<file path="src/hw/ecl_pkg.sv">
package ecl_pkg;

   //////////////////////////////////////////////////////////////////////
   // register file indexing
   //////////////////////////////////////////////////////////////////////

   // 32 integer registers, r0 hardwired to zero
   localparam int REG_IDX_W = 5;
   typedef logic [REG_IDX_W-1:0] reg_idx_t;

   //////////////////////////////////////////////////////////////////////
   // exception codes
   //////////////////////////////////////////////////////////////////////

   localparam int EXC_W = 6;

   // interrupt shares code 0
   // the rest come in from fetch, except ALE from the lsu
   typedef enum logic [EXC_W-1:0] {
      EXC_INT = 6'h00,
      EXC_PIL = 6'h01,
      EXC_PIS = 6'h02,
      EXC_PIF = 6'h03,
      EXC_PME = 6'h04,
      EXC_PPI = 6'h07,
      EXC_ADE = 6'h08,
      EXC_ALE = 6'h09,
      EXC_SYS = 6'h0b,
      EXC_BRK = 6'h0c,
      EXC_INE = 6'h0d,
      EXC_IPE = 6'h0e
   } exc_code_e;

   //////////////////////////////////////////////////////////////////////
   // writeback source and lsu stall state
   //////////////////////////////////////////////////////////////////////

   // priority lsu > mul > csr > alu
   typedef enum logic [1:0] {
      WB_ALU = 2'd0,
      WB_LSU = 2'd1,
      WB_MUL = 2'd2,
      WB_CSR = 2'd3
   } wb_src_e;

   typedef enum logic {
      LSU_IDLE = 1'b0,
      LSU_BUSY = 1'b1
   } lsu_state_e;

endpackage

</file>
<file path="src/hw/ecl_operand_bypass.sv">
module ecl_operand_bypass #(
   parameter int XLEN = 32
) (
   // source indices and issued operands
   input  ecl_pkg::reg_idx_t rs1_e,
   input  ecl_pkg::reg_idx_t rs2_e,
   input  logic [XLEN-1:0]   alu_a_e,
   input  logic [XLEN-1:0]   alu_b_e,
   input  logic              alu_b_imm_e,
   input  logic              double_read_e,
   input  logic [XLEN-1:0]   imm_shifted_e,
   // m stage result
   input  ecl_pkg::reg_idx_t rd_m,
   input  logic              wen_m,
   input  logic [XLEN-1:0]   rd_data_m,
   // w stage result
   input  ecl_pkg::reg_idx_t rd_w,
   input  logic              wen_w,
   input  logic [XLEN-1:0]   rd_data_w,
   // forwarded operands
   output logic [XLEN-1:0]   alu_a,
   output logic [XLEN-1:0]   alu_b,
   output logic [XLEN-1:0]   lsu_base,
   output logic [XLEN-1:0]   lsu_offset,
   output logic [XLEN-1:0]   lsu_wdata
);
   import ecl_pkg::*;

   // select bits {from m, from w}, zero means issued value
   function automatic logic [1:0] fwd_sel(
      input reg_idx_t rs,
      input reg_idx_t m_rd,
      input logic     m_wen,
      input reg_idx_t w_rd,
      input logic     w_wen
   );
      logic hit_m;
      logic hit_w;
      // r0 reads as zero, never forward it
      hit_m = m_wen && (rs == m_rd) && (rs != '0);
      // younger result in m wins over w
      hit_w = w_wen && (rs == w_rd) && (rs != '0) && !hit_m;
      return {hit_m, hit_w};
   endfunction

   function automatic logic [XLEN-1:0] fwd_mux(
      input logic [1:0]      sel,
      input logic [XLEN-1:0] issued,
      input logic [XLEN-1:0] m_data,
      input logic [XLEN-1:0] w_data
   );
      logic [XLEN-1:0] res;
      res = issued;
      if (sel[1])
         res = m_data;
      else if (sel[0])
         res = w_data;
      return res;
   endfunction

   logic [1:0]      rs1_sel;
   logic [1:0]      rs2_sel;
   logic            use_issued_b;
   logic [XLEN-1:0] rs1_fwd;
   logic [XLEN-1:0] rs2_fwd;

   // immediate or double-read form, src2 is not a register read here
   assign use_issued_b = alu_b_imm_e | double_read_e;

   assign rs1_sel = fwd_sel(rs1_e, rd_m, wen_m, rd_w, wen_w);
   assign rs2_sel = use_issued_b ? 2'b00 : fwd_sel(rs2_e, rd_m, wen_m, rd_w, wen_w);

   assign rs1_fwd = fwd_mux(rs1_sel, alu_a_e, rd_data_m, rd_data_w);
   assign rs2_fwd = fwd_mux(rs2_sel, alu_b_e, rd_data_m, rd_data_w);

   // alu operands
   assign alu_a = rs1_fwd;
   assign alu_b = rs2_fwd;

   // lsu address and store data
   assign lsu_base   = rs1_fwd;
   assign lsu_offset = double_read_e ? rs2_fwd : imm_shifted_e;
   assign lsu_wdata  = rs2_fwd;

endmodule

</file>
<file path="src/hw/ecl_writeback.sv">
module ecl_writeback #(
   parameter int XLEN = 32
) (
   input  logic              clk,
   input  logic              arst_n,
   // trap control
   input  logic              kill_e,
   input  logic              lsu_go,
   // alu at e
   input  ecl_pkg::reg_idx_t rf_target_e,
   input  logic              alu_wen_e,
   input  logic [XLEN-1:0]   alu_res_e,
   // multiplier, result arrives at m
   input  logic              mul_valid_e,
   input  logic              mul_wen_e,
   input  logic [XLEN-1:0]   mul_res_m,
   // csr read, data arrives at d
   input  logic              csr_valid_e,
   input  logic              csr_rdwen_e,
   input  logic [XLEN-1:0]   csr_rdata_d,
   // load/store
   input  ecl_pkg::reg_idx_t lsu_rd_e,
   input  logic              lsu_wen_e,
   input  logic              lsu_data_valid,
   input  logic [XLEN-1:0]   lsu_rdata_m,
   // gated multiplier valid toward the unit
   output logic              mul_valid,
   // m stage result
   output ecl_pkg::reg_idx_t rd_m,
   output logic              wen_m,
   output logic [XLEN-1:0]   rd_data_m,
   // w stage result, feeds the register file
   output ecl_pkg::reg_idx_t rd_w,
   output logic              wen_w,
   output logic [XLEN-1:0]   rd_data_w
);
   import ecl_pkg::*;

   reg_idx_t        rf_target_m;
   logic            alu_wen_m;
   logic [XLEN-1:0] alu_res_m;
   logic            mul_valid_m;
   logic            mul_wen_m;
   logic            csr_valid_m;
   logic            csr_rdwen_m;
   logic [XLEN-1:0] csr_rdata_e;
   logic [XLEN-1:0] csr_rdata_m;
   reg_idx_t        lsu_rd_m;
   logic            lsu_wen_m;
   wb_src_e         wb_src;

   // killed instruction leaves no trace in the pipe
   assign mul_valid = mul_valid_e & ~kill_e;

   //////////////////////////////////////////////////////////////////////
   // e to m registers
   //////////////////////////////////////////////////////////////////////

   always_ff @(posedge clk or negedge arst_n) begin
      if (!arst_n) begin
         rf_target_m <= '0;
         alu_wen_m   <= 1'b0;
         alu_res_m   <= '0;
         mul_valid_m <= 1'b0;
         mul_wen_m   <= 1'b0;
         csr_valid_m <= 1'b0;
         csr_rdwen_m <= 1'b0;
         csr_rdata_e <= '0;
         csr_rdata_m <= '0;
      end else begin
         // mul and csr reads share the alu target
         rf_target_m <= rf_target_e;
         alu_wen_m   <= alu_wen_e & ~kill_e;
         alu_res_m   <= alu_res_e;
         mul_valid_m <= mul_valid;
         mul_wen_m   <= mul_wen_e & ~kill_e;
         csr_valid_m <= csr_valid_e & ~kill_e;
         csr_rdwen_m <= csr_rdwen_e & ~kill_e;
         // csr data is read at d, two hops to m
         csr_rdata_e <= csr_rdata_d;
         csr_rdata_m <= csr_rdata_e;
      end
   end

   // load latency is open ended
   // hold its destination until data comes back
   always_ff @(posedge clk or negedge arst_n) begin
      if (!arst_n) begin
         lsu_rd_m  <= '0;
         lsu_wen_m <= 1'b0;
      end else if (lsu_go) begin
         lsu_rd_m  <= lsu_rd_e;
         lsu_wen_m <= lsu_wen_e;
      end
   end

   //////////////////////////////////////////////////////////////////////
   // m stage select
   //////////////////////////////////////////////////////////////////////

   always_comb begin
      if (lsu_data_valid)
         wb_src = WB_LSU;
      else if (mul_valid_m)
         wb_src = WB_MUL;
      else if (csr_valid_m)
         wb_src = WB_CSR;
      else
         wb_src = WB_ALU;
   end

   // load data overrides the alu slot
   assign rd_m = (wb_src == WB_LSU) ? lsu_rd_m : rf_target_m;

   // any unit may claim the write
   assign wen_m = alu_wen_m | mul_wen_m | csr_rdwen_m | (lsu_wen_m & lsu_data_valid);

   always_comb begin
      case (wb_src)
         WB_LSU:  rd_data_m = lsu_rdata_m;
         WB_MUL:  rd_data_m = mul_res_m;
         WB_CSR:  rd_data_m = csr_rdata_m;
         default: rd_data_m = alu_res_m;
      endcase
   end

   // m to w
   always_ff @(posedge clk or negedge arst_n) begin
      if (!arst_n) begin
         rd_w      <= '0;
         wen_w     <= 1'b0;
         rd_data_w <= '0;
      end else begin
         rd_w      <= rd_m;
         wen_w     <= wen_m;
         rd_data_w <= rd_data_m;
      end
   end

endmodule

</file>
<file path="src/hw/ecl_trap_ctrl.sv">
module ecl_trap_ctrl (
   input  logic                clk,
   input  logic                arst_n,
   // issue
   input  logic                valid_e,
   input  logic                exception_e,
   input  ecl_pkg::exc_code_e  exccode_e,
   // interrupt sources and global enable
   input  logic                timer_intr,
   input  logic                ext_intr,
   input  logic                crmd_ie,
   // load/store
   input  logic                lsu_valid_e,
   input  logic                lsu_ale_e,
   input  logic                lsu_data_valid,
   input  logic                lsu_wr_fin,
   // outputs
   output logic                kill_e,
   output logic                lsu_go,
   output logic                except,
   output ecl_pkg::exc_code_e  exccode,
   output logic                stall_req
);
   import ecl_pkg::*;

   logic       valid_q;
   logic       valid_rise;
   logic       intr_pend;
   logic       intr_take;
   logic       lsu_fin;
   lsu_state_e state_q;
   lsu_state_e state_d;

   //////////////////////////////////////////////////////////////////////
   // interrupt
   //////////////////////////////////////////////////////////////////////

   // previous valid for edge detect
   always_ff @(posedge clk or negedge arst_n) begin
      if (!arst_n)
         valid_q <= 1'b0;
      else
         valid_q <= valid_e;
   end

   assign valid_rise = valid_e & ~valid_q;

   // ext_intr acts as hardware line 0
   assign intr_pend = (timer_intr | ext_intr) & crmd_ie;

   // only taken on a fresh instruction
   // ie drops once except is seen, so this is a single pulse
   assign intr_take = intr_pend & valid_rise;

   // kill only on interrupt
   // ale is an e stage input and would close a loop through the lsu
   assign kill_e = intr_take;

   //////////////////////////////////////////////////////////////////////
   // exception
   //////////////////////////////////////////////////////////////////////

   // interrupt beats a faulting instruction, which is refetched later
   assign except  = intr_take | exception_e | lsu_ale_e;
   assign exccode = intr_take ? EXC_INT : exccode_e;

   //////////////////////////////////////////////////////////////////////
   // lsu stall
   //////////////////////////////////////////////////////////////////////

   assign lsu_go = lsu_valid_e & ~kill_e;

   // ale aborts the bus request, no data or write finish follows
   assign lsu_fin = lsu_data_valid | lsu_wr_fin | lsu_ale_e;

   always_comb begin
      state_d = state_q;
      case (state_q)
         LSU_IDLE: if (lsu_go && !lsu_fin) state_d = LSU_BUSY;
         LSU_BUSY: if (lsu_fin) state_d = LSU_IDLE;
         default:  state_d = LSU_IDLE;
      endcase
   end

   always_ff @(posedge clk or negedge arst_n) begin
      if (!arst_n)
         state_q <= LSU_IDLE;
      else
         state_q <= state_d;
   end

   // covers the go cycle too, fetch must hold at once
   assign stall_req = lsu_go | (state_q == LSU_BUSY);

endmodule

</file>
<file path="src/hw/exu_ecl_top.sv">
module exu_ecl_top #(
   parameter int XLEN = 32
) (
   input  logic               clk,
   input  logic               arst_n,
   // issue at e
   input  logic               valid_e,
   input  logic [XLEN-1:0]    alu_a_e,
   input  logic [XLEN-1:0]    alu_b_e,
   input  logic               alu_b_imm_e,
   input  logic               double_read_e,
   input  ecl_pkg::reg_idx_t  rs1_e,
   input  ecl_pkg::reg_idx_t  rs2_e,
   input  logic [XLEN-1:0]    imm_shifted_e,
   input  ecl_pkg::reg_idx_t  rf_target_e,
   input  logic               alu_wen_e,
   input  logic               lsu_valid_e,
   input  ecl_pkg::reg_idx_t  lsu_rd_e,
   input  logic               lsu_wen_e,
   input  logic               mul_valid_e,
   input  logic               mul_wen_e,
   input  logic               csr_valid_e,
   input  logic               csr_rdwen_e,
   input  logic [XLEN-1:0]    csr_rdata_d,
   input  logic               exception_e,
   input  ecl_pkg::exc_code_e exccode_e,
   // execution units
   input  logic [XLEN-1:0]    alu_res_e,
   input  logic [XLEN-1:0]    mul_res_m,
   input  logic [XLEN-1:0]    lsu_rdata_m,
   input  logic               lsu_data_valid,
   input  logic               lsu_wr_fin,
   input  logic               lsu_ale_e,
   input  logic               timer_intr,
   input  logic               ext_intr,
   input  logic               crmd_ie,
   // operands out
   output logic [XLEN-1:0]    alu_a,
   output logic [XLEN-1:0]    alu_b,
   output logic [XLEN-1:0]    lsu_base,
   output logic [XLEN-1:0]    lsu_offset,
   output logic [XLEN-1:0]    lsu_wdata,
   output logic               lsu_valid,
   output logic               mul_valid,
   // trap and fetch control
   output logic               except,
   output ecl_pkg::exc_code_e exccode,
   output logic               stall_req,
   // register file write port
   output logic               irf_wen_w,
   output ecl_pkg::reg_idx_t  irf_rd_w,
   output logic [XLEN-1:0]    irf_rd_data_w
);
   import ecl_pkg::*;

   logic            kill_e;
   logic            lsu_go;
   reg_idx_t        rd_m;
   logic            wen_m;
   logic [XLEN-1:0] rd_data_m;
   reg_idx_t        rd_w;
   logic            wen_w;
   logic [XLEN-1:0] rd_data_w;

   //////////////////////////////////////////////////////////////////////
   // trap and stall control
   //////////////////////////////////////////////////////////////////////

   ecl_trap_ctrl u_trap_ctrl (
      .clk            (clk),
      .arst_n         (arst_n),
      .valid_e        (valid_e),
      .exception_e    (exception_e),
      .exccode_e      (exccode_e),
      .timer_intr     (timer_intr),
      .ext_intr       (ext_intr),
      .crmd_ie        (crmd_ie),
      .lsu_valid_e    (lsu_valid_e),
      .lsu_ale_e      (lsu_ale_e),
      .lsu_data_valid (lsu_data_valid),
      .lsu_wr_fin     (lsu_wr_fin),
      .kill_e         (kill_e),
      .lsu_go         (lsu_go),
      .except         (except),
      .exccode        (exccode),
      .stall_req      (stall_req)
   );

   // lsu sees the valid after the kill
   assign lsu_valid = lsu_go;

   //////////////////////////////////////////////////////////////////////
   // writeback pipe
   //////////////////////////////////////////////////////////////////////

   ecl_writeback #(.XLEN(XLEN)) u_writeback (
      .clk            (clk),
      .arst_n         (arst_n),
      .kill_e         (kill_e),
      .lsu_go         (lsu_go),
      .rf_target_e    (rf_target_e),
      .alu_wen_e      (alu_wen_e),
      .alu_res_e      (alu_res_e),
      .mul_valid_e    (mul_valid_e),
      .mul_wen_e      (mul_wen_e),
      .mul_res_m      (mul_res_m),
      .csr_valid_e    (csr_valid_e),
      .csr_rdwen_e    (csr_rdwen_e),
      .csr_rdata_d    (csr_rdata_d),
      .lsu_rd_e       (lsu_rd_e),
      .lsu_wen_e      (lsu_wen_e),
      .lsu_data_valid (lsu_data_valid),
      .lsu_rdata_m    (lsu_rdata_m),
      .mul_valid      (mul_valid),
      .rd_m           (rd_m),
      .wen_m          (wen_m),
      .rd_data_m      (rd_data_m),
      .rd_w           (rd_w),
      .wen_w          (wen_w),
      .rd_data_w      (rd_data_w)
   );

   assign irf_wen_w     = wen_w;
   assign irf_rd_w      = rd_w;
   assign irf_rd_data_w = rd_data_w;

   // operand forwarding from m and w
   ecl_operand_bypass #(.XLEN(XLEN)) u_operand_bypass (
      .rs1_e         (rs1_e),
      .rs2_e         (rs2_e),
      .alu_a_e       (alu_a_e),
      .alu_b_e       (alu_b_e),
      .alu_b_imm_e   (alu_b_imm_e),
      .double_read_e (double_read_e),
      .imm_shifted_e (imm_shifted_e),
      .rd_m          (rd_m),
      .wen_m         (wen_m),
      .rd_data_m     (rd_data_m),
      .rd_w          (rd_w),
      .wen_w         (wen_w),
      .rd_data_w     (rd_data_w),
      .alu_a         (alu_a),
      .alu_b         (alu_b),
      .lsu_base      (lsu_base),
      .lsu_offset    (lsu_offset),
      .lsu_wdata     (lsu_wdata)
   );

endmodule

</file>
<file path="config.mk">
export PLATFORM = sky130hd
export DESIGN_NAME = exu_ecl_top
export DESIGN_NICKNAME = d
export VERILOG_FILES = /design/src/hw/ecl_pkg.sv /design/src/hw/ecl_operand_bypass.sv /design/src/hw/ecl_writeback.sv /design/src/hw/ecl_trap_ctrl.sv /design/src/hw/exu_ecl_top.sv
export SDC_FILE = /design/constraint.sdc
export NUM_CORES = 1
export LEC_CHECK = 0
export ABC_AREA = 1
export BUFFER_PORTS_ARGS = -buffer_cell sky130_fd_sc_hd__buf_2
export CELL_PAD_IN_SITES_DETAIL_PLACEMENT = 1
export CELL_PAD_IN_SITES_GLOBAL_PLACEMENT = 2
export CORE_MARGIN = 3
export CORE_UTILIZATION = 23
export CTS_CLUSTER_SIZE = 40
export DETAILED_ROUTE_END_ITERATION = 12
export GPL_ROUTABILITY_DRIVEN = 0
export PLACE_DENSITY_LB_ADDON = 0.08
export SETUP_SLACK_MARGIN = 0.2
export SKIP_CTS_REPAIR_TIMING = 1
export SLEW_MARGIN = 30
export SYNTH_ARGS = -nofsm -noshare
export SYNTH_HDL_FRONTEND = slang
export SYNTH_SLANG_ARGS = --single-unit
</file>
<file path="constraint.sdc">
create_clock -name clk -period 3.12 [get_ports clk]
set_clock_uncertainty 0.15 [all_clocks]
set_input_delay 0.624 -clock clk [delete_from_list [all_inputs] [get_ports clk]]
set_output_delay 0.624 -clock clk [all_outputs]
set_load 0.005 [all_outputs]
</file>
---- Yosys cells after proc, flatten, opt, wreduce, memory -nomap -nowiden ----
Cells that the tools add are included.
cells by class
  reductions and logical operators ........ 16
  multipliers ............................. 0
  equality and inequality tests ........... 7
  order comparisons ....................... 0
  muxes and demuxes ....................... 15
  bitwise operators ....................... 23
  divide/modulo/power cells ............... 0
  shifts and indexed selects .............. 0
  add/sub/neg operators ................... 0
operators with widths
  operator                                       number
  two-way mux 32 bit                             5
  one-hot mux 32 bit (3 select lines)            1
  == test 5 bit                                  4
  logical AND 1 bit                              11
  bitwise AND 1 bit                              10
  OR 1 bit                                       10
  nonzero test 5 bit                             2
  two-way mux 2 bit                              4
  two-way mux 6 bit                              1
  two-way mux 5 bit                              1
  == test 2 bit, second input constant           2
  zero test 1 bit                                3
  inverter 1 bit                                 3
  == test 2 x 1 -> 1 bit, second input constant  1
  two-way mux 1 bit                              2
  one-hot mux 1 bit (2 select lines)             1
word-level totals
  bits in read-only memories .............. 0
  memories kept ........................... 0
  latch bits .............................. 0
  input port bits ......................... 269
  output and inout port bits .............. 208
  logic and storage cells ................. 77
  RAM bits ................................ 0
  register bits ........................... 152

---- Depth between registers and ports, before layout ----
  word-level depth ........................ 14
  depth in mapped cells ................... 15

---- Modules after synthesis ----
A second synthesis with hierarchy kept.
second synthesis, totals
  cell total of the unflattened synthesis .. 1104
  area, all modules ....................... 8490.6 um^2
modules (own cells, without submodules)
  module              seq. area each (um^2)  cells an instance  instances  area an instance (um^2)
  ecl_writeback       3753.6                 434                1          5009.8
  ecl_operand_bypass  0.0                    641                1          3320.7
  ecl_trap_ctrl       50.0                   29                 1          160.2

---- Worst setup path after synthesis ----
Ideal clock, no wire load.
  path type ............................... input-to-output
  start ................................... input lsu_data_valid
  end ..................................... output lsu_base[13]
  arrival time ............................ 2017 ps
  required time ........................... 2346 ps
  cell stages on the path ................. 12
  path slack .............................. 329 ps
  cells stage by stage .................... buf_6 > inv_4 > nand2_1 > nand2_1 > inv_1 > nand2_1 > nand2_1 > nor3_1 > nand3_1 > buf_2 > o21ai_0 > buf_4
between the ends
  word-level cells in the longest chain between the ends .. 10
  elaborated cells between the ends (all ways) .. 15
  classes of those cells .................. eq/ne (4); mux (5); bitwise (2); reduce/logical (4)
ends and longest elaborated chain
  element                              line                      source
  from (decl)                          exu_ecl_top.sv:31         input logic lsu_data_valid,
  two-way mux 2 bit (*)                ecl_writeback.sv:102      if (lsu_data_valid)
  == test 2 x 1 -> 1 bit (*)           ecl_writeback.sv:113      assign rd_m = (wb_src == WB_LSU) ? lsu_rd_m : rf_target_m;
  two-way mux 5 bit (*)                ecl_writeback.sv:113
  named net rd_m[0]                    exu_ecl_top.sv:58         reg_idx_t rd_m;
  == test 5 bit (*)                    ecl_operand_bypass.sv:40  hit_m = m_wen && (rs == m_rd) && (rs != '0);
  logical AND 1 bit (*) (2 in series)  ecl_operand_bypass.sv:40
  zero test 1 bit                      ecl_operand_bypass.sv:42  hit_w = w_wen && (rs == w_rd) && (rs != '0) && !hit_m;
  logical AND 1 bit                    ecl_operand_bypass.sv:42
  two-way mux 32 bit                   ecl_operand_bypass.sv:56  else if (sel[0])
  two-way mux 32 bit (*)               ecl_operand_bypass.sv:54  if (sel[1])
  to (decl)                            exu_ecl_top.sv:40         output logic [XLEN-1:0] lsu_base,
The timed path passes the listed nets; every way through them passes the cells marked *.

---- Final worst setup path ----
  start ................................... register u_writeback.csr_valid_m
  end ..................................... output alu_b[26]
between the ends
  elaborated cells between the ends (all ways) .. 16
  classes of those cells .................. eq/ne (4); mux (8); reduce/logical (4)
RTL lines
  element                                                  line                      source
  from (decl)                                              ecl_writeback.sv:44       logic csr_valid_m;
  from (signal assigned)                                   ecl_writeback.sv:77       csr_valid_m <= csr_valid_e & ~kill_e;
  two-way mux 2 bit (*)                                    ecl_writeback.sv:106      else if (csr_valid_m)
  two-way mux 2 bit (*)                                    ecl_writeback.sv:104      else if (mul_valid_m)
  two-way mux 2 bit (*)                                    ecl_writeback.sv:102
  == test 2 bit or == test 2 x 1 -> 1 bit (tied branches)  ecl_writeback.sv:119      case (wb_src)
  one-hot mux 32 bit (3 select lines) (*)                  ecl_writeback.sv:119
  named net rd_data_m[26]                                  exu_ecl_top.sv:60         logic [XLEN-1:0] rd_data_m;
  two-way mux 32 bit (*)                                   ecl_operand_bypass.sv:54
  to (decl)                                                exu_ecl_top.sv:39         output logic [XLEN-1:0] alu_b,
Marked as above.

==> metrics.txt <==
post-synthesis mux area share=0; # port buffers=476; Hold Path Class=in -> reg; CTS H-tree depth=4; total global routing overflow=0; TNS Setup=-0.0199 ns; endpoints failing setup=2; # IOs=477; syn_area_per_cell=7.49 µm²; Synth area leaders=dfrtp_1 (46%), nand2_1 (16%), nand3_1 (9.6%); total CTS buffers=17; sequential fraction of the synthesis area=0.458; largest net degree at the start of global routing=70; clock power share=0.365; Pint=4.01 mW; number of synthesized flops with an enable pin=0; Die W=196 µm; hpwl dp=33,300 µm; Slew Viols, Final=0; reg2reg setup slack=1.35 ns; failing checks=setup timing; RSZ-0062 raised after global routing=yes; crit path max fanout=7; vias=9,060; fin worst setup slack=-0.0109 ns; layout cells sized above 1=0.510; number of cells on the worst reg-to-reg path=11; Yosys reg bits=152; post-synth top area share=0.458; NetSw=1.86 mW; Sw Share=0.317; Adder-Cell Fraction of Synth Area=0; Initial Utilization=0.237; largest family of logic cells by synthesized area=simple AND/OR/NAND/NOR gates; R2R Path End=u_writeback.rd_data_w[0]; top cells by count, synth=nand2_1 (347), nand3_1 (160), dfrtp_1 (152); DR vias/cell=4.36; Post-Route WL=42,000 µm; synth unique cells=33; synthesized area=8300 µm²; status=finished, violations left; actual slew at the worst max-slew pin=0.403 ns; iteration-0 DRC count of the detailed router=359; 1st-pass router iterations=5; drt wl/cell=20.2 µm; Flop pwr share=0.376; warning count from the yosys run=0; Max VDD drop=0.323 mV; row cnt=68; hold slack final=0.137 ns; gr usage total=0.204; Fillers=4,315; Area Overhead vs Synth=59.2%; ys async rst share=1.00; Die H=196 µm; post-synth top area cell=dfrtp_1; core area=35,100 µm²; Req. time, crit path=2.35 ns; antenna viol nets, final=0; Comb power frac=0.259; crit path kind=reg -> out; Reg clk slew, reported paths=0.07 ns; post-synthesis instance total=1,109; Syn Nets=1,378; die footprint=38,400 µm²; DRC viols=0; fin crit period=3.13 ns; compound-cell area share of the yosys netlist=0.0191; first-pass GRT wire length=59,100 µm; Worst setup EP type=output port; placed cell count=2,013; f_max=319 MHz; Multi-input gate area=4010 µm²; CTS sink cnt=152; CTS max path bufs=2; Design Area, Final=13,200 µm²; Area after DPL=11,400 µm²; Final period util=1.00; most common cell in the netlist=nand2_1; Final nets=1,877; LEAKAGE=7.40 nW; Reg-to-Reg Start=u_writeback.mul_valid_m; antenna violations before repair=7; final hold violations=0; CTS tree=yes; sink of the worst hold path=u_writeback.rf_target_m[2]; xor/xnor share of the synthesized area=0.0105; critical path arrival=2.36 ns; Hold Path Cell Cnt=1; Slew HR=0.732; Pwr per Cell Area=444 nW/µm²; Hold Startpoint=rf_target_e[2]; CTS root buf=clkbuf_16; Synth Area in Simple Gates=0.371; register area=3810 µm²; worst-skew pair later-pin latency=0.43 ns; Top FF cell, synth=dfrtp_1; startpoint types=flop; Max Cap Violations=0; vias in the first global route=9,394; Layout Cells excl Fill=2,078
## final cells by class
type	instances	area share
Antenna cell	2	0.000379
Clock buffer	17	0.0322
Clock inverter	15	0.0134
Inverter	111	0.0337
Multi-Input combinational cell	730	0.303
Sequential cell	152	0.288
Tap cell	455	0.0431
Timing Repair Buffer	596	0.286
## placed cells by master (no fill, tap or decap), types with 14 or more instances in the layout
cell type / synthesis / routed
nand2_2: 13 / 54
buf_2: 27 / 469
dfrtp_1: 152 / 150
nor2_1: 105 / 83
nand3b_1: 15 / 15
nand3_1: 160 / 107
nand4_1: 15 / 15
buf_12: 0 / 17
buf_4: 70 / 73
and2_4: 0 / 14
clkbuf_16: 0 / 26
nand3_2: 1 / 50
inv_1: 104 / 95
nor2_2: 1 / 20
buf_6: 3 / 25
nand2_1: 347 / 298
## per-stage QoR
| step | power (mW) | util | setup slack (ns) |
|---|---|---|---|
| finish | 5.86 | 0.377 | -0.0109 |
| global route | 6.19 | 0.377 | -0.0865 |
| CTS | 5.77 | 0.342 | -0.187 |
| detailed placement | 3.59 | 0.325 | -0.130 |
| global placement | 3.58 | 0.325 | -0.109 |
| floorplan | 2.80 | - | 0.329 |
## sequential cells by signal (all words and copies together), names as in the netlist, 5 cells and up
| register | count |
|---|---|
| u_writeback.alu_res_m | 32 |
| u_writeback.rd_data_w | 32 |
| u_writeback.csr_rdata_m | 32 |
| u_writeback.rf_target_m | 5 |
| u_writeback.lsu_rd_m | 5 |
| u_writeback.rd_w | 5 |
| u_writeback.csr_rdata_e | 32 |
## cell families (layout without fill, tap and decap cells)
group           count (synthesis)  after routing
buf+inv                       227            739
simple gates                  689            689
compound gates                 31             31
flops                         152            152
xor+xnor                       10             10
other cells                     0              2
## power by group through the flow
stage | Sequential (mW) | Clock [mW] | Combinational [mW]
after floorplan | 2.20 | 0 | 0.595
after global placement | 2.23 | 0 | 1.34
after detailed placement | 2.24 | 0 | 1.35
after CTS | 2.20 | 2.21 | 1.36
after global routing | 2.22 | 2.30 | 1.68
final | 2.20 | 2.14 | 1.52
## worst max-delay path, cell delays in order (launching register included)
cell       delay (ns)
dfrtp_2          0.48
o21ai_2          0.19
nor2_4           0.08
buf_12           0.13
clkbuf_16        0.16
nand2_4          0.05
nand4_1          0.16
buf_6            0.18
or2_4            0.23
and2_4           0.15
buf_6            0.11
## how the worst max path moves through the flow
| stage | startpoint | to | slack, ns | depth (start not counted) |
|---|---|---|---|---|
| 6_report | u_writeback.csr_valid_m | alu_b[26] | -0.01 | 10 |
| 2_1_floorplan | lsu_data_valid | lsu_base[13] | 0.33 | 12 |
| 5_1_grt | u_writeback.csr_valid_m | lsu_offset[26] | -0.09 | 11 |
| 4_1_cts | u_writeback.mul_valid_m | lsu_offset[17] | -0.19 | 14 |
| 3_3_place_gp | lsu_data_valid | lsu_offset[31] | -0.11 | 13 |
| 3_5_place_dp | lsu_data_valid | lsu_offset[31] | -0.13 | 13 |
## layer usage
layer	wire length (µm)	vias to the layer above	GRT usage
met5	57	-	0
met1	18200	4310	0.271
met3	2320	42	0.0409
met4	628	10	0.0465
met2	20800	309	0.342
li1	-	4389	-
Power figures use the tool's default switching activity.
